$ cat config.mk
export PLATFORM = sky130hd
export DESIGN_NAME = ea_unit
export DESIGN_NICKNAME = d
export VERILOG_FILES = /design/src/common/cpu_regs_pkg.sv /design/src/common/ea_pkg.sv /design/src/source/op_queue.sv /design/src/source/reg_bank.sv /design/src/ea_decode/ea_decode.sv /design/src/source/ea_unit.sv
export VERILOG_INCLUDE_DIRS = /design/src /design/src/common
export SDC_FILE = /design/constraint.sdc
export NUM_CORES = 2
export LEC_CHECK = 0
export BUFFER_PORTS_ARGS = -buffer_cell sky130_fd_sc_hd__clkbuf_2
export CAP_MARGIN = 20
export CORE_ASPECT_RATIO = 1.75
export CORE_UTILIZATION = 40
export DETAILED_ROUTE_END_ITERATION = 10
export GPL_TIMING_DRIVEN = 0
export SKIP_CTS_REPAIR_TIMING = 1
export SLEW_MARGIN = 30
export SYNTH_ARGS = -nofsm -noshare
export SYNTH_HDL_FRONTEND = slang
export SYNTH_SLANG_ARGS = --single-unit
$ cat constraint.sdc
create_clock -name clk -period 22.1 [get_ports clk]
set_input_delay 0 -clock clk [delete_from_list [all_inputs] [get_ports clk]]
set_output_delay 0 -clock clk [all_outputs]
set_load 0.01 [all_outputs]
$ cat src/common/ea_consts.svh
`ifndef EA_CONSTS_SVH
`define EA_CONSTS_SVH

`define EA_ADDR_W   24      // Effective address bits
`define OPQ_DEPTH   8       // Prefetch queue bytes

`define EA_NULL_REG 8'h40   // Always reads as zero
`define EA_STEP_N   3       // Valid step codes

`endif

$ cat src/common/cpu_regs_pkg.sv
package cpu_regs_pkg;

    typedef logic [7:0]  reg_code_t;   // Codes 0xC0 and up hit the bank
    typedef logic [31:0] reg_val_t;
    typedef logic [3:0]  reg_idx_t;    // Longword slot
    typedef logic [1:0]  step_t;       // Step of 1, 2 or 4 bytes

    // Lower codes read as zero
    function automatic logic code_hit(input reg_code_t code);
        return code[7:6] == 2'b11;
    endfunction

    function automatic reg_idx_t code_idx(input reg_code_t code);
        return code[5:2];              // Byte lane bits dropped
    endfunction

    // Short 3-bit register field to its longword code
    function automatic reg_code_t long_code(input logic [2:0] r);
        return {3'b111, r, 2'b00};     // XWA at 0xE0 through XSP at 0xFC
    endfunction

endpackage

$ cat src/common/ea_pkg.sv
package ea_pkg;

    typedef logic [23:0] ea_addr_t;
    typedef logic [4:0]  ea_mode_t;    // Opcode bit 6 with bits 3..0
    typedef logic [2:0]  fetch_cnt_t;  // Bytes popped per decode

    typedef enum logic [1:0] {
        OFF_LATCH = 2'd0,              // Latched immediate or displacement
        OFF_R8    = 2'd1,              // Signed byte register
        OFF_R16   = 2'd2               // Signed word register
    } off_src_t;

    // Indexed modes with opcode bit 6 set
    localparam ea_mode_t MODE_ABS8    = 5'h10;
    localparam ea_mode_t MODE_ABS16   = 5'h11;
    localparam ea_mode_t MODE_ABS24   = 5'h12;
    localparam ea_mode_t MODE_EXT     = 5'h13;   // (r32) (r32+d16) (r32+r8) (r32+r16)
    localparam ea_mode_t MODE_PREDEC  = 5'h14;
    localparam ea_mode_t MODE_POSTINC = 5'h15;

    // Step code to byte count
    function automatic cpu_regs_pkg::reg_val_t step_val(input cpu_regs_pkg::step_t s);
        return 32'd1 << s;
    endfunction

endpackage

$ cat src/source/op_queue.sv
`timescale 1ns/100ps

`include "ea_consts.svh"

module op_queue (
    input  logic                              clk,
    input  logic                              rst,
    input  logic                              byte_valid,
    input  logic [7:0]                        byte_data,
    output logic [$clog2(`OPQ_DEPTH+1)-1:0]   byte_space,
    input  ea_pkg::fetch_cnt_t                fetched,
    output logic [31:0]                       op,
    output logic                              op_ready
);
    localparam int PTR_W = $clog2(`OPQ_DEPTH);
    localparam int CNT_W = $clog2(`OPQ_DEPTH+1);

    logic [7:0]       mem [`OPQ_DEPTH];
    logic [PTR_W-1:0] rd_ptr;
    logic [PTR_W-1:0] wr_ptr;
    logic [CNT_W-1:0] count;

    always_comb begin
        for (int i = 0; i < 4; i++) begin
            op[8*i +: 8] = mem[PTR_W'(rd_ptr + PTR_W'(i))];   // Wraps on depth
        end
        byte_space = CNT_W'(`OPQ_DEPTH) - count;
        op_ready   = count >= CNT_W'(4);
    end

    always_ff @(posedge clk or posedge rst) begin
        if (rst) begin
            rd_ptr <= '0;
            wr_ptr <= '0;
            count  <= '0;
        end else begin
            if (byte_valid) begin
                wr_ptr <= wr_ptr + 1'b1;
            end
            rd_ptr <= rd_ptr + PTR_W'(fetched);
            count  <= count + CNT_W'(byte_valid) - CNT_W'(fetched);   // Push and pop together
        end
    end

    always_ff @(posedge clk) begin
        if (byte_valid) begin
            mem[wr_ptr] <= byte_data;
        end
    end

endmodule

$ cat src/source/reg_bank.sv
`timescale 1ns/100ps

module reg_bank (
    input  logic                    clk,
    input  logic                    rst,
    input  logic                    reg_wr,
    input  cpu_regs_pkg::reg_code_t reg_wr_code,
    input  cpu_regs_pkg::reg_val_t  reg_wr_data,
    input  cpu_regs_pkg::reg_code_t base_code,
    input  cpu_regs_pkg::reg_code_t aux_code,
    output cpu_regs_pkg::reg_val_t  base_val,
    output logic [15:0]             aux_val,
    input  logic                    reg_upd,
    input  logic                    reg_dec,
    input  cpu_regs_pkg::step_t     reg_step
);
    import ea_pkg::*;
    import cpu_regs_pkg::*;

    reg_val_t regs [16];
    reg_val_t aux_long;
    reg_val_t upd_val;
    reg_idx_t base_idx;
    reg_idx_t aux_idx;
    reg_idx_t wr_idx;

    always_comb begin
        base_idx = code_idx(base_code);
        aux_idx  = code_idx(aux_code);
        wr_idx   = code_idx(reg_wr_code);
        base_val = code_hit(base_code) ? regs[base_idx] : '0;
        aux_long = code_hit(aux_code) ? regs[aux_idx] : '0;
        aux_val  = 16'(aux_long >> {aux_code[1:0], 3'b000});   // Lane picked by code bits 1..0
        upd_val  = reg_dec ? base_val - step_val(reg_step)
                           : base_val + step_val(reg_step);
    end

    always_ff @(posedge clk or posedge rst) begin
        if (rst) begin
            for (int i = 0; i < 16; i++) begin
                regs[i] <= '0;
            end
        end else begin
            if (reg_upd && code_hit(base_code)) begin
                regs[base_idx] <= upd_val;      // Step write-back
            end
            // Outside load overrides write-back on the same register
            if (reg_wr && code_hit(reg_wr_code)) begin
                regs[wr_idx] <= reg_wr_data;
            end
        end
    end

endmodule

$ cat src/ea_decode/ea_decode.sv
`timescale 1ns/100ps

`include "ea_consts.svh"

module ea_decode (
    input  logic                    clk,
    input  logic                    rst,
    input  logic                    cen,
    input  logic [31:0]             op,
    input  logic                    idx_en,
    output ea_pkg::fetch_cnt_t      fetched,
    output cpu_regs_pkg::reg_code_t base_code,
    output cpu_regs_pkg::reg_code_t aux_code,
    input  cpu_regs_pkg::reg_val_t  base_val,
    input  logic [15:0]             aux_val,
    output logic                    reg_upd,
    output logic                    reg_dec,
    output cpu_regs_pkg::step_t     reg_step,
    output logic                    ea_valid,
    output ea_pkg::ea_addr_t        ea_addr
);
    import ea_pkg::*;
    import cpu_regs_pkg::*;

    ea_mode_t  mode;
    ea_mode_t  nx_mode;
    off_src_t  off_src;
    off_src_t  nx_off_src;
    ea_addr_t  offset;
    ea_addr_t  nx_offset;
    ea_addr_t  off_val;
    reg_code_t nx_base_code;
    reg_code_t nx_aux_code;
    step_t     nx_step;
    logic      phase;
    logic      nx_phase;
    logic      nx_done;
    logic      nx_upd;
    logic      nx_dec;
    logic      go;

    assign go = cen & idx_en & ~ea_valid;   // Decode only while a request is open

    always_comb begin
        case (off_src)
            OFF_R8:  off_val = {{(`EA_ADDR_W-8){aux_val[7]}}, aux_val[7:0]};
            OFF_R16: off_val = {{(`EA_ADDR_W-16){aux_val[15]}}, aux_val};
            default: off_val = offset;
        endcase
        ea_addr = base_val[`EA_ADDR_W-1:0] + off_val;
    end

    always_comb begin
        fetched      = '0;
        nx_mode      = mode;
        nx_off_src   = off_src;
        nx_offset    = offset;
        nx_base_code = base_code;
        nx_aux_code  = aux_code;
        nx_step      = reg_step;
        nx_dec       = reg_dec;
        nx_phase     = phase;
        nx_done      = 1'b0;
        nx_upd       = 1'b0;
        if (go) begin
            if (!phase) begin
                nx_mode     = {op[6], op[3:0]};
                nx_off_src  = OFF_LATCH;
                nx_offset   = '0;
                nx_aux_code = `EA_NULL_REG;
                nx_done     = 1'b1;
                fetched     = 3'd2;
                casez ({op[6], op[3:0]})
                    5'b0_????: begin                    // (r) and (r+d8)
                        nx_base_code = long_code(op[2:0]);
                        if (op[3]) begin
                            nx_offset = {{(`EA_ADDR_W-8){op[15]}}, op[15:8]};
                        end
                        fetched = op[3] ? 3'd2 : 3'd1;
                    end
                    MODE_ABS8: begin
                        nx_base_code = `EA_NULL_REG;
                        nx_offset    = {{(`EA_ADDR_W-8){1'b0}}, op[15:8]};
                    end
                    MODE_ABS16, MODE_ABS24: begin       // Upper bytes follow
                        nx_base_code = `EA_NULL_REG;
                        nx_offset    = {{(`EA_ADDR_W-8){1'b0}}, op[15:8]};
                        nx_done      = 1'b0;
                        nx_phase     = 1'b1;
                    end
                    MODE_EXT: begin
                        nx_base_code = {op[15:10], 2'b00};
                        case (op[9:8])
                            2'd0: nx_done = 1'b1;       // Plain (r32)
                            2'd1: begin
                                nx_done  = 1'b0;
                                nx_phase = 1'b1;
                            end
                            default: begin              // Register pair next
                                nx_done    = 1'b0;
                                nx_phase   = 1'b1;
                                nx_off_src = op[10] ? OFF_R16 : OFF_R8;
                            end
                        endcase
                    end
                    MODE_PREDEC, MODE_POSTINC: begin
                        nx_base_code = {op[15:10], 2'b00};
                        nx_step      = (op[9:8] < `EA_STEP_N) ? op[9:8]
                                                              : step_t'(`EA_STEP_N - 1);
                        nx_dec       = ~op[0];
                        nx_upd       = 1'b1;
                        // Pre-decrement points below the old base
                        nx_offset    = op[0] ? '0 : ea_addr_t'(-step_val(nx_step));
                    end
                    default: begin                      // Unused code, skip one byte
                        nx_base_code = `EA_NULL_REG;
                        fetched      = 3'd1;
                    end
                endcase
            end else begin
                nx_phase = 1'b0;
                nx_done  = 1'b1;
                case (mode)
                    MODE_ABS16: begin
                        nx_offset[`EA_ADDR_W-1:8] = {8'd0, op[7:0]};
                        fetched = 3'd1;
                    end
                    MODE_ABS24: begin
                        nx_offset[`EA_ADDR_W-1:8] = op[15:0];
                        fetched = 3'd2;
                    end
                    default: begin                      // Second word of extended form
                        fetched = 3'd2;
                        if (off_src == OFF_LATCH) begin
                            nx_offset = {{(`EA_ADDR_W-16){op[15]}}, op[15:0]};
                        end else begin
                            nx_base_code = op[7:0];
                            nx_aux_code  = op[15:8];
                        end
                    end
                endcase
            end
        end
    end

    always_ff @(posedge clk or posedge rst) begin
        if (rst) begin
            mode      <= '0;
            off_src   <= OFF_LATCH;
            offset    <= '0;
            base_code <= `EA_NULL_REG;
            aux_code  <= `EA_NULL_REG;
            reg_step  <= '0;
            reg_dec   <= 1'b0;
            reg_upd   <= 1'b0;
            phase     <= 1'b0;
            ea_valid  <= 1'b0;
        end else begin
            mode      <= nx_mode;
            off_src   <= nx_off_src;
            base_code <= nx_base_code;
            aux_code  <= nx_aux_code;
            reg_step  <= nx_step;
            reg_dec   <= nx_dec;
            reg_upd   <= go & nx_upd;       // Single pulse with the ea_valid rise
            if (!idx_en) begin
                ea_valid <= 1'b0;
                phase    <= 1'b0;
            end else if (go) begin
                ea_valid <= nx_done;
                phase    <= nx_phase;
            end
            // Base register moves on write-back so the offset follows it
            if (reg_upd) begin
                offset <= reg_dec ? '0 : ea_addr_t'(-step_val(reg_step));
            end else begin
                offset <= nx_offset;
            end
        end
    end

endmodule

$ cat src/source/ea_unit.sv
`timescale 1ns/100ps

`include "ea_consts.svh"

module ea_unit (
    input  logic                              clk,
    input  logic                              rst,
    input  logic                              byte_valid,
    input  logic [7:0]                        byte_data,
    output logic [$clog2(`OPQ_DEPTH+1)-1:0]   byte_space,
    input  logic                              reg_wr,
    input  cpu_regs_pkg::reg_code_t           reg_wr_code,
    input  cpu_regs_pkg::reg_val_t            reg_wr_data,
    input  logic                              idx_en,
    output logic                              ea_valid,
    output ea_pkg::ea_addr_t                  ea_addr
);
    import ea_pkg::*;
    import cpu_regs_pkg::*;

    logic [31:0] op;            // Oldest byte in bits 7..0
    logic        op_ready;
    fetch_cnt_t  fetched;
    reg_code_t   base_code;
    reg_code_t   aux_code;
    reg_val_t    base_val;
    logic [15:0] aux_val;
    logic        reg_upd;
    logic        reg_dec;
    step_t       reg_step;

    op_queue i_op_queue (
        .clk        (clk),
        .rst        (rst),
        .byte_valid (byte_valid),
        .byte_data  (byte_data),
        .byte_space (byte_space),
        .fetched    (fetched),
        .op         (op),
        .op_ready   (op_ready)
    );

    ea_decode i_ea_decode (
        .clk        (clk),
        .rst        (rst),
        .cen        (op_ready),     // Stall while window is short
        .op         (op),
        .idx_en     (idx_en),
        .fetched    (fetched),
        .base_code  (base_code),
        .aux_code   (aux_code),
        .base_val   (base_val),
        .aux_val    (aux_val),
        .reg_upd    (reg_upd),
        .reg_dec    (reg_dec),
        .reg_step   (reg_step),
        .ea_valid   (ea_valid),
        .ea_addr    (ea_addr)
    );

    reg_bank i_reg_bank (
        .clk         (clk),
        .rst         (rst),
        .reg_wr      (reg_wr),
        .reg_wr_code (reg_wr_code),
        .reg_wr_data (reg_wr_data),
        .base_code   (base_code),
        .aux_code    (aux_code),
        .base_val    (base_val),
        .aux_val     (aux_val),
        .reg_upd     (reg_upd),
        .reg_dec     (reg_dec),
        .reg_step    (reg_step)
    );

endmodule

======== After elaboration in Yosys (flattened, before gate mapping) ========
Memories as Yosys holds them, arrays and structs flattened.
Cells that the tools add are included.
storage, ports and cells
  bits in registers ....................... 575
  bits in writable memories ............... 64
  bits of input ports ..................... 53
  output and inout port bits .............. 29
  logic and storage cells ................. 161
  memories kept ........................... 1
memory list
  name            depth  bits a word  read ports  clocked after Yosys merged registers in  write ports  RTL line        RTL
  i_op_queue.mem  8      8            2           0                                        1            op_queue.sv:18  logic [7:0] mem [`OPQ_DEPTH];
operators by class
  add/subtract/negate cells ............... 11
  magnitude comparators ................... 7
  equality and inequality tests ........... 20
  shift-type cells ........................ 3
  mux-type cells .......................... 60
  bitwise logic cells ..................... 10
  reductions and logical operators ........ 19
operator list
  operator              number
  $bwmux 512            2
  $mux 512              2
  $mux 32               9
  $bmux 32 s4           2
  $demux 32 s4          2
  $mux 24               8
  $pmux 24 s3           1
  $mux 8                7
  $neg 24->24           2
  $pmux 24 s2           1
  $eq 5x5->1 const B    8
  $add 32x32->32        1
  $pmux 16 s2           1
  $shl 1x2->32 const A  1
  $shr 32x5->16         1
  $sub 32x32->32        1
  $add 24x24->24        1
  $shl 1x2->24 const A  1
  $pmux 8 s2            1
  $ge 5x5->1 const B    3
  $not 4->5             3
  $mux 1                13
  $mux 2                6
  $lt 5x1->1 const B    2
  other kinds (26)      51

======== Longest topological paths before layout ========
  depth after elaboration ................. 11
  mapped depth ............................ 28
  gate-level depth less buffers ........... 23

======== By module ========
A second synthesis with hierarchy kept.
second synthesis, totals
  cell total of the unflattened synthesis .. 4497
  area total of the unflattened synthesis .. 42269.3 um^2
modules (own cells, without submodules)
  module     times used  cells each  area an instance (um^2)  sequential area each (um^2)
  reg_bank   1           3691        33794.9                  12812.3
  ea_decode  1           523         4290.4                   1328.8
  op_queue   1           283         4184.0                   2172.1

======== Worst setup path before layout ========
OpenSTA, ideal clock, no wires.
  path kind ............................... register to register
  from .................................... register i_ea_decode.base_code[2]
  to ...................................... register i_reg_bank.regs[222] (netlist bit)
  setup time .............................. 0.132 ns
  data arrival time ....................... 6.623 ns
  required time ........................... 21.968 ns
  path slack .............................. 15.345 ns
  stages on the path, launching flop included .. 25
  path buffers ............................ 7
  clock period less this slack ............ 6.755 ns
  path through ............................ dfrtp_1 buf_6 buf_6 buf_6 buf_1 clkbuf_1 buf_1 mux4_2 mux4_2 and2_1 fa_1 a21o_1 a21oi_1 o21ba_2 o211ai_1 a2111oi_2 o221ai_1 a32oi_2 o21ai_2 a32oi_2 mux2i_1 buf_2 a21oi_1 a21oi_1 o21ai_1
on the way
  cells in the longest elaborated chain, start to end .. 11
  elaborated cells on any way between the ends .. 17
  those cells by class .................... add/sub: 2; order compare: 2; mux: 11; bitwise: 1; reduce/logical: 1
ends and longest elaborated chain
  item                                                     RTL line                        RTL
  start: declaration                                       ea_decode.sv:12                 output cpu_regs_pkg::reg_code_t base_code,
  start signal: assignment                                 ea_decode.sv:151                base_code <= `EA_NULL_REG;
  start signal: assignment                                 ea_decode.sv:161                base_code <= nx_base_code;
  $not 4->5 (not written as such) (*)                      reg_bank.sv:31, reg_bank.sv:45
  $bmux 32 s4                                              reg_bank.sv:31                  base_val = code_hit(base_code) ? regs[base_idx] : '0;
  $mux 32 (not written as such) (2 in a row)               reg_bank.sv:31
  $mux 32                                                  reg_bank.sv:31
  $add 32x32->32 / $sub 32x32->32 (equally long branches)  reg_bank.sv:35, reg_bank.sv:34
  $mux 32                                                  reg_bank.sv:34                  upd_val = reg_dec ? base_val - step_val(reg_step)
  $bwmux 512 (*)                                           reg_bank.sv:45                  regs[base_idx] <= upd_val;
  $mux 512 (*)                                             reg_bank.sv:44                  if (reg_upd && code_hit(base_code)) begin
  $bwmux 512                                               reg_bank.sv:49                  regs[wr_idx] <= reg_wr_data;
  $mux 512 (*)                                             reg_bank.sv:48                  if (reg_wr && code_hit(reg_wr_code)) begin
  end signal: indexed assignment                           reg_bank.sv:45
  end signal: indexed assignment                           reg_bank.sv:49
  end: declaration                                         reg_bank.sv:20                  reg_val_t regs [16];
Every way passes the cells marked *; elsewhere a longest branch is shown, timed or not. The select of a mux whose other input is x is not followed.
A chain may end at the register's enable or synchronous reset.

======== Worst setup path in the final report ========
  from .................................... register i_ea_decode.aux_code[3]
  to ...................................... output port ea_addr[20]
on the way
  cells in the longest elaborated chain, start to end .. 8
ends and longest elaborated chain
  item                                        RTL line          RTL
  start: declaration                          ea_decode.sv:13   output cpu_regs_pkg::reg_code_t aux_code,
  start signal: assignment                    ea_decode.sv:152  aux_code <= `EA_NULL_REG;
  start signal: assignment                    ea_decode.sv:162  aux_code <= nx_aux_code;
  $not 4->5 (not written as such)             reg_bank.sv:32    aux_long = code_hit(aux_code) ? regs[aux_idx] : '0;
  $bmux 32 s4                                 reg_bank.sv:32
  $mux 32 (not written as such) (2 in a row)  reg_bank.sv:32
  $mux 32                                     reg_bank.sv:32
  $shr 32x5->16                               reg_bank.sv:33    aux_val = 16'(aux_long >> {aux_code[1:0], 3'b000});
  $pmux 24 s2                                 ea_decode.sv:45   case (off_src)
  $add 24x24->24                              ea_decode.sv:50   ea_addr = base_val[`EA_ADDR_W-1:0] + off_val;
  end: declaration                            ea_unit.sv:16     output ea_pkg::ea_addr_t ea_addr
Every way passes these cells. The select of a mux whose other input is x is not followed.

==> qor.yml <==
grt_overflow: 0
drive_above_1_share_pct: 13.9
cts_tree: "done"
critical_path_class: "reg2out"
dr.pass1.iters: 6
core_area_um2: 103000
internal_power_uw: 3730
clkSinkCount: 637
cp_common_cell: "buf_2"
antenna_found_initial: 34
place_area_um2: 44400
crit_path_end_kind: "output pin"
portBuffers: 46
clock_latency_ns: 0.71
drv_slew: 0
seq_power_share_pct: 22.0
setup_viol: 0
clockBufferDepth: 3
dp_hpwl_um: 177000
cp.arrival_ns: 11.89
crit_slowest_cell: "buf_2"
clockRootBuffer: "clkbuf_16"
ys_seq_area_share_pct: 38.9
rsz0062_at_grt: "no"
syn_area_um2: 41800
avgSynthCellArea_um2: 8.99
via_count: 42300
yosys_warnings: 0
grt_pass1_wl_um: 328000
status: "complete, no violations"
reg2reg_from: "i_ea_decode.base_code[3]"
cts_made_buffers: 68
hold_end: "i_reg_bank.regs[386]"
hp-class: "in2reg"
path_max_fanout: 10
fin_area_um2: 47300
power_density_nw_per_um2: 174
switching_share_pct: 54.8
fp.dieH_um: 430
fin_nets: 4951
final_cells: 6254
clock.fmax_ghz: 0.0841
leakage_uw: 0.0174
reg2regPathDepth: 24
io_pins: 82
initial_utilization_pct: 40.4
clockPowerShare_pct: 15.0
p_comb_share_pct: 63.0
grt_max_degree: 88
rows: 156
whs_path_depth: 2
netlist_instances: 4653
wl_per_cell_um: 38.3
finalCritPeriodShare_pct: 53.8
r2r-end: "i_reg_bank.regs[477]"
clkSlewWorstSetupHoldPaths_ns: 0.07
synth_top_flop_cell: "dfrtp_1"
p_total_uw: 8250
critPathLaunchType: "flip-flop"
async_flop_share_pct: 90.0
drt_iter0_markers: 5674
finClkSkew_ns: 0.0352
timing.hold.ws_ns: 0.0129
ir_drop_mv: 0.123
dieArea_um2: 106000
finish.utilization_pct: 45.7
wl_um: 240000
cap_violations: 0
mostFrequentLayoutCell: "nand2_1"
r2r_slack_ns: 12.33
synth_seq_cells: 637
most-common-layout-cells: "nand2_1, dfrtp_1, nor2_1, a21oi_1, o21ai_0"
gp_congestion: 1.09
gr-usage-all-layers_pct: 45.4
h-tree-depth: 3
grt_pass1_vias: 40300
synthDistinctLibCells: 91
synth_nets: 4762
syn2layout_area_growth_pct: 13.0
hold_viol: 0
drc: 0
slowest_delay_ns: 0.88
synth_edf_count: 64
fin_crit_ns: 11.89
die_w_um: 246
drtAntennaViolNets: 0
worst_slew_pin_slew_ns: 1.14
vias_per_cell: 6.77
worstPathRequired_ns: 22.10
dp_cells: 6067
p_sw_uw: 4520
min_from: "reg_wr_code[3]"
relSlewSlack_pct: 23.9
-- registers in the layout, indices dropped and copies added, names as in the netlist, 2 cells and up --
signal	cells
i_ea_decode.off_src	2
i_op_queue.mem	64
i_ea_decode.base_code	6
i_op_queue.rd_ptr	3
i_ea_decode.mode	5
i_ea_decode.reg_step	2
i_ea_decode.offset	24
i_ea_decode.aux_code	8
i_reg_bank.regs	512
i_op_queue.wr_ptr	3
i_op_queue.count	4
-- stage by stage --
| stage | setup WS [ns] | TNS (ns) |
|---|---|---|
| finish | 10.21 | 0 |
| global route | 10.04 | 0 |
| CTS | 11.01 | 0 |
| detailed placement | 11.78 | 0 |
| global placement | -2.55 | -1362.12 |
| floorplan | 6.07 | 0 |
-- cell type report --
cell class | instances | area [um^2]
Clock buffer | 95 | 1950
Timing Repair Buffer | 119 | 1150
Clock inverter | 28 | 322
Fill cell | 10200 | 56200
Sequential cell | 637 | 16300
Inverter | 46 | 180
Multi-Input combinational cell | 3528 | 23800
Tap cell | 1343 | 1680
Buffer | 442 | 1860
Antenna cell | 16 | 40.0
-- synth_stat cells (all sizes together), types with 14 or more instances --
master | number | area (um^2)
nand2 | 794 | 2980
nor2 | 575 | 2160
dfrtp | 571 | 14300
a21oi | 521 | 2630
o21ai | 390 | 1960
clkbuf | 317 | 1190
mux4 | 296 | 6670
nand3 | 183 | 916
buf | 125 | 617
a31oi | 114 | 719
mux2i | 93 | 931
edfxtp | 64 | 1920
xnor2 | 57 | 514
ha | 52 | 651
inv | 45 | 169
and2 | 37 | 231
nor2b | 36 | 225
nand2b | 34 | 213
nor3 | 34 | 170
mux2 | 30 | 338
o22ai | 27 | 169
a21o | 23 | 173
a22oi | 17 | 128
a32oi | 16 | 155
a211oi | 15 | 113
o211ai | 15 | 113
xor2 | 14 | 130
-- routing by layer --
metal	up-vias	wire length [um]	track usage, %
met1	21100	77400	48.3
met2	3081	107000	68.9
met5	-	202	0.0467
met3	1122	25800	16.0
li1	17000	-	-
met4	32	29200	44.1
-- worst max-delay path: cells and delay by family (launching register included) --
kind | cells | cell delay, ns
and+or+nand+nor | 1 | 0.06
muxes | 3 | 1.34
DFF | 1 | 0.82
adders and majority gates | 2 | 0.75
buffers and inverters | 9 | 4.93
AOI/OAI and AO/OA | 14 | 3.17
-- power groups by stage --
stage / combinational [uW] / sequential, uW / clock [uW]
2_1_floorplan: 2760 / 1650 / 0
6_report: 5200 / 1810 / 1240
5_1_grt: 5310 / 1820 / 1280
3_5_place_dp: 4930 / 1810 / 0
3_3_place_gp: 4730 / 1800 / 0
4_1_cts: 4950 / 1790 / 1230
-- cells by family (layout without fill, tap and decap cells) --
kind of cell / after synthesis / count (layout) / synth area share [%]
simple gates: 1754 / 1754 / 17.5
compound gates: 1223 / 1223 / 16.5
flops: 637 / 637 / 38.9
buf+inv: 488 / 730 / 4.73
mux: 419 / 419 / 19.0
xor+xnor: 71 / 71 / 1.54
fa+ha+maj: 61 / 61 / 1.87
other cells: 0 / 16 / 0
-- how the worst max path moves through the flow --
| stage | end | startpoint |
|---|---|---|
| 2_1_floorplan | i_ea_decode.aux_code[0] | rst |
| 4_1_cts | ea_addr[20] | i_ea_decode.aux_code[3] |
| 3_3_place_gp | i_reg_bank.regs[323] | rst |
| 5_1_grt | ea_addr[20] | i_ea_decode.aux_code[3] |
| 3_5_place_dp | ea_addr[20] | i_ea_decode.aux_code[3] |
| 6_report | ea_addr[20] | i_ea_decode.aux_code[3] |
Power figures use the tool's default switching activity.
